[config.mk]
export PLATFORM = sky130hd
export DESIGN_NAME = icache_top
export DESIGN_NICKNAME = d
export VERILOG_FILES = /design/src/logic/icache_pkg.sv /design/src/logic/icache_top.sv /design/src/logic/icache_ctrl.sv /design/src/logic/icache_refill.sv /design/src/logic/icache_array.sv
export SDC_FILE = /design/constraint.sdc
export NUM_CORES = 2
export LEC_CHECK = 0
export BUFFER_PORTS_ARGS = -buffer_cell sky130_fd_sc_hd__buf_2
export CORE_ASPECT_RATIO = 0.8
export CORE_MARGIN = 5
export CORE_UTILIZATION = 37
export CTS_BUF_LIST = sky130_fd_sc_hd__clkbuf_4
export CTS_CLUSTER_DIAMETER = 80
export DETAILED_ROUTE_END_ITERATION = 12
export PLACE_DENSITY = 0.51
export SETUP_SLACK_MARGIN = 0.15
export SLEW_MARGIN = 20
export SYNTH_ARGS = -nofsm -noshare
export SYNTH_HDL_FRONTEND = slang
export SYNTH_SLANG_ARGS = --single-unit
[constraint.sdc]
create_clock -name clk -period 8.2 [get_ports clk]
set_input_delay 1.64 -clock clk [delete_from_list [all_inputs] [get_ports clk]]
set_output_delay 1.64 -clock clk [all_outputs]
set_load 0.02 [all_outputs]
[src/logic/icache_pkg.sv]
/* Address split and shared types for a 4-word line instruction cache.
   Byte addresses are 32 bits and the low two bits are ignored on fetch. */
`default_nettype none

package icache_pkg;

  // ========================================
  // Geometry
  // ========================================
  localparam int addr_w         = 32;
  localparam int word_w         = 32;
  localparam int words_per_line = 4;
  localparam int offset_w       = 4;

  // ========================================
  // Types
  // ========================================
  typedef logic [word_w-1:0] word_t;

  // Word 0 sits at the low end
  typedef word_t [words_per_line-1:0] line_t;

  // Full line address, kept as the tag
  typedef logic [addr_w-offset_w-1:0] line_addr_t;

  typedef logic [1:0] word_sel_t;

  typedef struct packed {
    line_addr_t line;
    word_sel_t  word;
  } fetch_req_t;

  typedef enum logic [1:0] {
    idle,
    check,
    miss_wait,
    refill
  } ctrl_state_t;

endpackage

`default_nettype wire
[src/logic/icache_top.sv]
/* Direct-mapped instruction cache, one outstanding line refill at a time.
   lines is a power of two, at least 2; fetch address bits 1:0 are ignored. */
`default_nettype none

module icache_top #(
  parameter int lines = 16
) (
  input  logic                clk,
  input  logic                rstn,
  // Fetch side
  input  logic                core_req,
  input  logic [31:0]         core_addr,
  output logic                core_wait,
  output icache_pkg::word_t   core_out,
  // Refill side
  output logic                mem_req,
  output logic [31:0]         mem_addr,
  input  logic                mem_valid,
  input  icache_pkg::word_t   mem_data,
  // Counters
  output logic [31:0]         perf_reqs,
  output logic [31:0]         perf_hits,
  output logic [31:0]         perf_misses
);

  import icache_pkg::*;

  localparam int idx_w = $clog2(lines);

  fetch_req_t       req;
  line_addr_t       miss_line;
  logic [idx_w-1:0] tag_addr;
  logic [idx_w-1:0] data_addr;
  logic             tag_we;
  logic             data_we;
  line_addr_t       tag_wr;
  line_addr_t       tag_rd;
  line_t            data_wr;
  line_t            data_rd;
  line_t            fill_line;
  logic             fill_done;

  // Byte offset dropped
  assign req      = fetch_req_t'(core_addr[addr_w-1:2]);
  assign mem_addr = {miss_line, {offset_w{1'b0}}};

  // ========================================
  // Controller and refill
  // ========================================
  icache_ctrl #(.lines(lines)) i_ctrl (
    .clk        (clk),
    .rstn       (rstn),
    .core_req   (core_req),
    .req        (req),
    .core_wait  (core_wait),
    .core_out   (core_out),
    .tag_addr   (tag_addr),
    .tag_we     (tag_we),
    .tag_wr     (tag_wr),
    .tag_rd     (tag_rd),
    .data_addr  (data_addr),
    .data_we    (data_we),
    .data_wr    (data_wr),
    .data_rd    (data_rd),
    .fill_start (mem_req),
    .miss_line  (miss_line),
    .fill_line  (fill_line),
    .fill_done  (fill_done),
    .perf_reqs  (perf_reqs),
    .perf_hits  (perf_hits),
    .perf_misses(perf_misses)
  );

  icache_refill i_refill (
    .clk       (clk),
    .rstn      (rstn),
    .fill_start(mem_req),
    .mem_valid (mem_valid),
    .mem_data  (mem_data),
    .fill_line (fill_line),
    .fill_done (fill_done)
  );

  // ========================================
  // Tag and data arrays
  // ========================================
  icache_array #(.entry_t(line_addr_t), .depth(lines)) i_tag_array (
    .clk  (clk),
    .addr (tag_addr),
    .we   (tag_we),
    .wdata(tag_wr),
    .rdata(tag_rd)
  );

  icache_array #(.entry_t(line_t), .depth(lines)) i_data_array (
    .clk  (clk),
    .addr (data_addr),
    .we   (data_we),
    .wdata(data_wr),
    .rdata(data_rd)
  );

endmodule

`default_nettype wire

[src/logic/icache_ctrl.sv]
/* Controller for a direct-mapped read-only cache; lines must be a power of two, at least 2.
   A request is taken only in idle, and a refill is one line of four ascending beats. */
`default_nettype none

module icache_ctrl #(
  parameter int lines = 16
) (
  input  logic                       clk,
  input  logic                       rstn,
  // Fetch side
  input  logic                       core_req,
  input  icache_pkg::fetch_req_t     req,
  output logic                       core_wait,
  output icache_pkg::word_t          core_out,
  // Arrays
  output logic [$clog2(lines)-1:0]   tag_addr,
  output logic                       tag_we,
  output icache_pkg::line_addr_t     tag_wr,
  input  icache_pkg::line_addr_t     tag_rd,
  output logic [$clog2(lines)-1:0]   data_addr,
  output logic                       data_we,
  output icache_pkg::line_t          data_wr,
  input  icache_pkg::line_t          data_rd,
  // Refill
  output logic                       fill_start,
  output icache_pkg::line_addr_t     miss_line,
  input  icache_pkg::line_t          fill_line,
  input  logic                       fill_done,
  // Counters
  output logic [31:0]                perf_reqs,
  output logic [31:0]                perf_hits,
  output logic [31:0]                perf_misses
);

  import icache_pkg::*;

  localparam int idx_w = $clog2(lines);

  ctrl_state_t      state;
  ctrl_state_t      next_state;
  fetch_req_t       req_q;
  logic [lines-1:0] valid;
  logic [idx_w-1:0] req_idx;
  logic [idx_w-1:0] held_idx;
  logic [idx_w-1:0] array_idx;
  logic             accept;
  logic             hit;

  // ========================================
  // Address decode and tag check
  // ========================================
  assign accept   = (state == idle) && core_req;
  assign req_idx  = req.line[idx_w-1:0];
  assign held_idx = req_q.line[idx_w-1:0];

  // Arrays follow the live request in idle so the read lands in check
  assign array_idx = (state == idle) ? req_idx : held_idx;
  assign tag_addr  = array_idx;
  assign data_addr = array_idx;

  // Only reached with a valid line, so the tag alone decides
  assign hit = (tag_rd == req_q.line);

  assign core_wait = (state != idle);

  // Line write on refill
  assign tag_we    = (state == refill);
  assign data_we   = (state == refill);
  assign tag_wr    = req_q.line;
  assign data_wr   = fill_line;
  assign miss_line = req_q.line;

  // ========================================
  // State machine
  // ========================================
  always_comb begin
    next_state = state;
    case (state)
      idle: begin
        if (core_req) begin
          next_state = valid[req_idx] ? check : miss_wait;
        end
      end
      check: begin
        next_state = hit ? idle : miss_wait;
      end
      miss_wait: begin
        if (fill_done) begin
          next_state = refill;
        end
      end
      refill: begin
        next_state = idle;
      end
      default: begin
        next_state = idle;
      end
    endcase
  end

  always_ff @(posedge clk or negedge rstn) begin
    if (!rstn) begin
      state <= idle;
    end else begin
      state <= next_state;
    end
  end

  // One pulse on entry to miss_wait, doubles as mem_req
  always_ff @(posedge clk or negedge rstn) begin
    if (!rstn) begin
      fill_start <= 1'b0;
    end else begin
      fill_start <= (next_state == miss_wait) && (state != miss_wait);
    end
  end

  always_ff @(posedge clk or negedge rstn) begin
    if (!rstn) begin
      valid <= '0;
    end else if (state == refill) begin
      valid[held_idx] <= 1'b1;
    end
  end

  // ========================================
  // Request and response registers
  // ========================================
  always_ff @(posedge clk) begin
    if (accept) begin
      req_q <= req;
    end
  end

  always_ff @(posedge clk) begin
    if (state == check && hit) begin
      core_out <= data_rd[req_q.word];
    end else if (state == refill) begin
      core_out <= fill_line[req_q.word];
    end
  end

  // ========================================
  // Performance counters
  // ========================================
  always_ff @(posedge clk or negedge rstn) begin
    if (!rstn) begin
      perf_reqs   <= 32'd0;
      perf_hits   <= 32'd0;
      perf_misses <= 32'd0;
    end else begin
      if (accept) begin
        perf_reqs <= perf_reqs + 32'd1;
      end
      if (state == check && hit) begin
        perf_hits <= perf_hits + 32'd1;
      end
      // Counted when the line is written, not when it is detected
      if (state == refill) begin
        perf_misses <= perf_misses + 32'd1;
      end
    end
  end

endmodule

`default_nettype wire

[src/logic/icache_refill.sv]
/* Assembles four refill beats, lowest word first, into one cache line.
   fill_line is only meaningful from the fill_done pulse until the next beat. */
`default_nettype none

module icache_refill (
  input  logic                clk,
  input  logic                rstn,
  input  logic                fill_start,
  input  logic                mem_valid,
  input  icache_pkg::word_t   mem_data,
  output icache_pkg::line_t   fill_line,
  output logic                fill_done
);

  import icache_pkg::*;

  logic [1:0] beat_cnt;
  logic       last_beat;

  assign last_beat = (beat_cnt == 2'd3);

  // ========================================
  // Beat counter and end of line
  // ========================================
  always_ff @(posedge clk or negedge rstn) begin
    if (!rstn) begin
      beat_cnt  <= 2'd0;
      fill_done <= 1'b0;
    end else begin
      fill_done <= 1'b0;
      if (fill_start) begin
        beat_cnt <= 2'd0;
      end else if (mem_valid) begin
        beat_cnt  <= beat_cnt + 2'd1;
        fill_done <= last_beat;
      end
    end
  end

  // ========================================
  // Line shift register
  // ========================================

  // New beat enters at the top and moves down,
  // so after four beats the first one is word 0
  always_ff @(posedge clk) begin
    if (mem_valid) begin
      fill_line <= {mem_data, fill_line[words_per_line-1:1]};
    end
  end

endmodule

`default_nettype wire

[src/logic/icache_array.sv]
/* Single-port array, one write or one read per cycle, read data one cycle later.
   No reset on contents, so validity has to be tracked by the user. */
`default_nettype none

module icache_array #(
  parameter type entry_t = logic [31:0],
  parameter int  depth   = 16
) (
  input  logic                     clk,
  input  logic [$clog2(depth)-1:0] addr,
  input  logic                     we,
  input  entry_t                   wdata,
  output entry_t                   rdata
);

  entry_t mem [depth];

  // ========================================
  // Storage
  // ========================================

  // Write has priority, rdata holds during a write
  always_ff @(posedge clk) begin
    if (we) begin
      mem[addr] <= wdata;
    end else begin
      rdata <= mem[addr];
    end
  end

endmodule

`default_nettype wire

Word-level counts from Yosys, hierarchy flattened --
Memories as Yosys holds them, arrays and structs flattened. A register that Yosys moved wholly into a read port is not among the register bits. Index checks and enable logic that the tools add are counted.
Cells by class: bitwise gates (word level) 1, reduce and logical (&&, ||, !) cells 10, muxes and demuxes 22, eq/ne operators 7, order comparisons 4, add/sub/neg operators 4
Operators with widths (count):
- $bmux W32 S2 | 2
- $mux W32 | 4
- $add A32 B1 Y32 const B | 3
- $eq A28 B28 Y1 | 1
- $or A16 B16 Y16 | 1
- $mux W2 | 6
- $lt A4 B5 Y1 const B | 2
- $eq A2 B2 Y1 const B | 4
- $pmux W2 S4 | 1
- $mux W1 | 6
- $reduce_bool A2 Y1 | 3
- $bmux W1 S4 | 1
- $demux W1 S4 | 1
- $ge A4 B1 Y1 const B | 1
- $logic_and A1 B1 Y1 | 4
- $mux W4 | 1
- $lt A2 B3 Y1 const B | 1
- $add A2 B1 Y2 const B | 1
- $eq A2 B1 Y1 const B | 1
- $logic_not A1 Y1 | 2
- $logic_not A2 Y1 | 1
- $ne A2 B2 Y1 const B | 1
Storage, ports and cells: register bits after elaboration 308, RAM bits 2496, output and inout port bits 162, input port bits 68, word-level logic and storage cells 65, memories 2
Memories:
- i_data_array.mem | words 16, width 128, rd ports 1, clocked after Yosys merged registers in 1, write ports 1, RTL line icache_array.sv:16 | entry_t mem [depth];
- i_tag_array.mem | words 16, width 28, rd ports 1, clocked after Yosys merged registers in 1, write ports 1, RTL line icache_array.sv:16

Depth between registers and ports, before layout --
depth in word-level cells 7, gate-level depth with buffers 11, mapped depth without buffers 7

Cells and area by module --
A second synthesis with hierarchy kept.
Second synthesis, totals: cells, all modules 5074, area, all modules 112634.3 sq um
By module, submodules not included:
- icache_array at i_data_array | seq. area each 65342.7 sq um, instances 1, cells each 3272, area an instance 80325.8 sq um
- icache_array at i_tag_array | seq. area each 14293.7 sq um, instances 1, cells each 737, area an instance 17679.5 sq um
- icache_ctrl | seq. area each 4739.5 sq um, instances 1, cells each 922, area an instance 10630.2 sq um
- icache_refill | seq. area each 3918.8 sq um, instances 1, cells each 138, area an instance 3965.1 sq um
- icache_top | seq. area each 0.0 sq um, instances 1, cells each 5, area an instance 33.8 sq um

Worst setup path after synthesis --
Ideal clock, no wire load.
path type input to register, start point input port core_addr[4], end point memory i_data_array.mem[0][0] (netlist bit) (enable), path buffers 4, data required time 7.525 ns, arrival 9.454 ns, slack -1.929 ns, stages on the path 8, setup time 0.675 ns, path through buf_2 > or3_1 > o31ai_1 > buf_2 > buf_4 > buf_2 > nand2_1 > nor2_1
On the way: longest elaborated chain between the ends 1
RTL lines:
- start: declaration | RTL line icache_top.sv:12 | input logic [31:0] core_addr,
- $mux W4 | RTL line icache_ctrl.sv:57 | assign array_idx = (state == idle) ? req_idx : held_idx;
- end: declaration | RTL line icache_array.sv:16
No other way between the ends.

Worst setup path after layout --
start point register i_ctrl.req_q, in the netlist i_ctrl.miss_line[27], end point register i_ctrl.core_out[1], data pin
On the way: longest elaborated chain between the ends 3
RTL lines:
- start: declaration | RTL line icache_ctrl.sv:41 | fetch_req_t req_q;
- start signal: assignment | RTL line icache_ctrl.sv:131 | req_q <= req;
- $eq A28 B28 Y1 | RTL line icache_ctrl.sv:62 | assign hit = (tag_rd == req_q.line);
- $logic_and A1 B1 Y1 | RTL line icache_ctrl.sv:136 | if (state == check && hit) begin
- $mux W32 | RTL line icache_ctrl.sv:136
- end signal: assignment | RTL line icache_ctrl.sv:137 | core_out <= data_rd[req_q.word];
- end signal: assignment | RTL line icache_ctrl.sv:139 | core_out <= fill_line[req_q.word];
- end: declaration | RTL line icache_ctrl.sv:14 | output icache_pkg::word_t core_out,
No other way between the ends. A chain may end at the register's enable or synchronous reset.

==> summary.md <==
| Metric | Value |
|---|---|
| Outcome | `finished, final reports clean` |
| Clock Path Buffers | `4` |
| Worst Setup Start Kind | `register` |
| Post-synthesis register bit count | `2960` |
| Adder-Cell Fraction of Synth Area | `0.000460` |
| Die Width | `616 µm` |
| FP Rows | `178` |
| Vias/cell | `5.56` |
| Share of the yosys chip area belonging to registers | `0.811` |
| Die area | `0.305 mm²` |
| Max Fclk | `195 MHz` |
| Sw frac | `0.275` |
| Power Internal | `0.0250 W` |
| WP data required | `9.35 ns` |
| Largest net degree at the start of global routing | `168` |
| Number of enable flip-flop cells after synthesis | `2842` |
| Synth Instances | `6029` |
| Synth top area cells | `edfxtp_1, a22oi_1, a21oi_1` |
| Critical path fanouts, max | `45` |
| Logic pwr share | `0.136` |
| Final Hold Viols | `0` |
| Most frequent cells in the layout | `edfxtp_1, a22oi_1, clkbuf_4` |
| Tot Pwr | `0.0344 W` |
| Worst IR Drop VDD | `0.216 mV` |
| P&R area growth vs syn | `13.2%` |
| Unrepaired setup endpoints after global routing | `no` |
| Clk pin slew, worst setup/hold paths | `0.07 ns` |
| CTS root buffer | `clkbuf_4` |
| Syn Area/Cell | `18.1 µm²` |
| Final Skew | `0.143 ns` |
| CTS resizes | `0` |
| CP Cell Sequence | `xnor2_1, nand4_1, nor4_1, buf_4, nand2_4, buf_4, mux2i_1, mux2_2` |
| Sequential Area | `0.0883 mm²` |
| Seq pwr share | `0.527` |
| Hold buffer count at cts | `0` |
| Worst setup EP type | `register` |
| Ys Warns | `0` |
| Remaining DRCs | `0` |
| TritonCTS clock tree | `done` |
| First-pass GRT wire length | `442000 µm` |
| Largest family of logic cells by synthesized area | `compound AO/OA/AOI/OAI gates` |
| Crit-path leading delay family | `simple AND/OR/NAND/NOR gates` |
| Area fraction in and, or, nand and nor cells after synthesis | `0.0224` |
| Initial core utilization | `0.371` |
| Multi-input logic area | `0.0188 mm²` |
| Ys flop type | `edfxtp_1` |
| Pre-CTS setup slack | `2.82 ns` |
| Initial antenna violation count | `16` |
| Placement Cell Area | `0.115 mm²` |
| Fin area | `0.123 mm²` |
| Core area | `0.294 mm²` |
| Largest stage delay on the critical path | `0.94 ns` |
| Maxcap violations | `0` |
| Switching power | `0.00948 W` |
| Post-CTS setup buffers | `0` |
| Tmin final | `5.13 ns` |
| Antenna Nets Post-Route | `0` |
| R2r worst-path depth | `8` |
| Worst-margin pin slew | `1.25 ns` |
| Hpwl dp | `139000 µm` |
| Crit path buf inv count | `2` |
| Final setup fails | `0` |
| Reg2reg start | `i_ctrl.miss_line[27]` |
| Compound-Gate Fraction of Synth Area | `0.116` |
| Via Count | `61300` |
| GR Util All Layers | `0.196` |
| CTS H-tree lvls | `6` |
| Max_slew headroom | `0.170` |
| Pleak | `40.8 nW` |
| Routability Congestion | `0.719` |
| Critical setup path kind | `reg -> reg` |
| I/O pin cnt | `230` |
| Clock share of power | `0.338` |
| Post-placement cell count | `9832` |
| Share of post-route cells with drive strength above 1 | `0.207` |
| Reg2reg setup slack | `3.07 ns` |
| Hold Crit Class | `in -> async` |
| Drt first pass iters | `6` |
| Period utilization | `0.625` |
| Final wirelength | `308000 µm` |
| DRT iter0 DRCs | `5142` |
| GRT overflow | `0` |
| Clock Latency Late Sink | `1.34 ns` |
| Die Y | `495 µm` |
| Slew Viols, Final | `0` |
| Synth async-reset ratio | `0.0399` |
| Worst r2r dst | `i_ctrl.core_out[1]` |
| Non-Filler Instances | `11000` |
| CTS Buf Count | `723` |
| Port Buffers | `223` |
| # fillers | `26300` |
| Final #Nets | `6759` |
| DR WL/cell | `27.9 µm` |
| Crit path arrival time | `6.27 ns` |
| Final WS setup | `3.07 ns` |
| Synthesized area | `0.109 mm²` |
| Clk sinks | `2960` |
| Pwr Density | `280 mW/mm²` |
| Netlist cell types | `45` |
| Slowest CP cell | `mux2i_1` |
| Most frequent cell on the critical path | `buf_4` |
| Vias in the first global route | `62500` |
| Worst hold margin | `0.356 ns` |
| Most common cell after layout, fill and taps aside | `edfxtp_1` |
| Mux share of post-synthesis cell area | `0.0222` |
| Yosys top cell area share | `0.784` |
| Cell taking the most area after synthesis | `edfxtp_1` |
| Xor/xnor cell area share of the yosys netlist | `0.00982` |
-- cell usage after synthesis, types with 13 or more instances --
library cell / n
a21oi_1: 625
or2_2: 13
nand4_1: 23
nand3_1: 29
edfxtp_1: 2842
nand2_1: 52
and3_1: 14
mux2i_1: 194
clkbuf_1: 200
dfrtp_1: 118
inv_1: 14
xnor2_1: 66
or4_1: 156
buf_2: 150
nor4_1: 19
and4_1: 17
nor3_1: 19
buf_4: 33
a22oi_1: 1248
nor2_1: 35
buf_1: 27
mux2_2: 34
xor2_1: 56
-- layer usage --
layer | vias up | routed length (µm) | GRT usage | share of wire
met5 | - | 41 | 0 | 0.00013
met4 | 6 | 5390 | 0.0475 | 0.017
met3 | 426 | 19100 | 0.0362 | 0.062
met2 | 2205 | 150000 | 0.326 | 0.49
met1 | 32100 | 134000 | 0.269 | 0.43
li1 | 26600 | - | - | -
-- stage by stage --
step                utilization  setup TNS [ns]
CTS                       0.420               0
floorplan                     -        -4448.42
global placement          0.390               0
detailed placement        0.390               0
global route              0.420               0
finish                    0.420               0
-- how the worst max path moves through the flow --
stage	start	endpoint	slack [ns]	cells after the start
2_1_floorplan	core_addr[4]	i_data_array.mem[0][0]	-1.93	8
3_3_place_gp	core_addr[4]	i_tag_array.mem[10][11]	2.81	7
3_5_place_dp	core_addr[4]	i_tag_array.mem[10][11]	2.82	7
4_1_cts	i_ctrl.miss_line[27]	i_ctrl.core_out[1]	3.08	8
5_1_grt	i_ctrl.miss_line[27]	i_ctrl.core_out[1]	3.02	8
6_report	i_ctrl.miss_line[27]	i_ctrl.core_out[1]	3.07	8
-- state kept, by name, indices dropped and copies added (netlist names), 16 cells and up --
register / cells
i_ctrl.core_out: 32
i_ctrl.miss_line: 28
i_ctrl.perf_hits: 32
i_ctrl.perf_misses: 32
i_ctrl.perf_reqs: 32
i_ctrl.valid: 16
i_data_array.mem: 2048
i_data_array.rdata: 128
i_refill.fill_line: 128
i_tag_array.mem: 448
i_tag_array.rdata: 28
-- cells by family after synthesis --
group,count (synthesis)
XOR/XNOR,122
buffers and inverters,431
adder cells (fa/ha/maj),4
AND/OR/NAND/NOR,394
multiplexers,232
flip-flops,2960
AO/OA/AOI/OAI,1885
other,1
-- power groups by stage --
stage / clock network, W / logic, W / registers, W
floorplan: 0 / 0.00284 / 0.0184
global placement: 0 / 0.00470 / 0.0185
detailed placement: 0 / 0.00471 / 0.0185
CTS: 0.0120 / 0.00472 / 0.0182
global route: 0.0128 / 0.00503 / 0.0182
finish: 0.0116 / 0.00468 / 0.0181
-- worst reg2reg max path: stages, from the launching register on --
cell and delay, ns:
edfxtp_1 0.63, xnor2_1 0.55, nand4_1 0.34, nor4_1 0.74, buf_4 0.25, nand2_4 0.47, buf_4 0.62, mux2i_1 0.99
mux2_2 0.38
-- final cells by class --
class / count / share of cell area
Antenna cell: 6 / 0.000122
Sequential cell: 2960 / 0.717
Timing Repair Buffer: 346 / 0.0210
Inverter: 15 / 0.000518
Clock buffer: 1004 / 0.0612
Multi-Input combinational cell: 2641 / 0.153
Clock inverter: 195 / 0.00856
Tap cell: 3870 / 0.0393
Power figures use the tool's default switching activity.
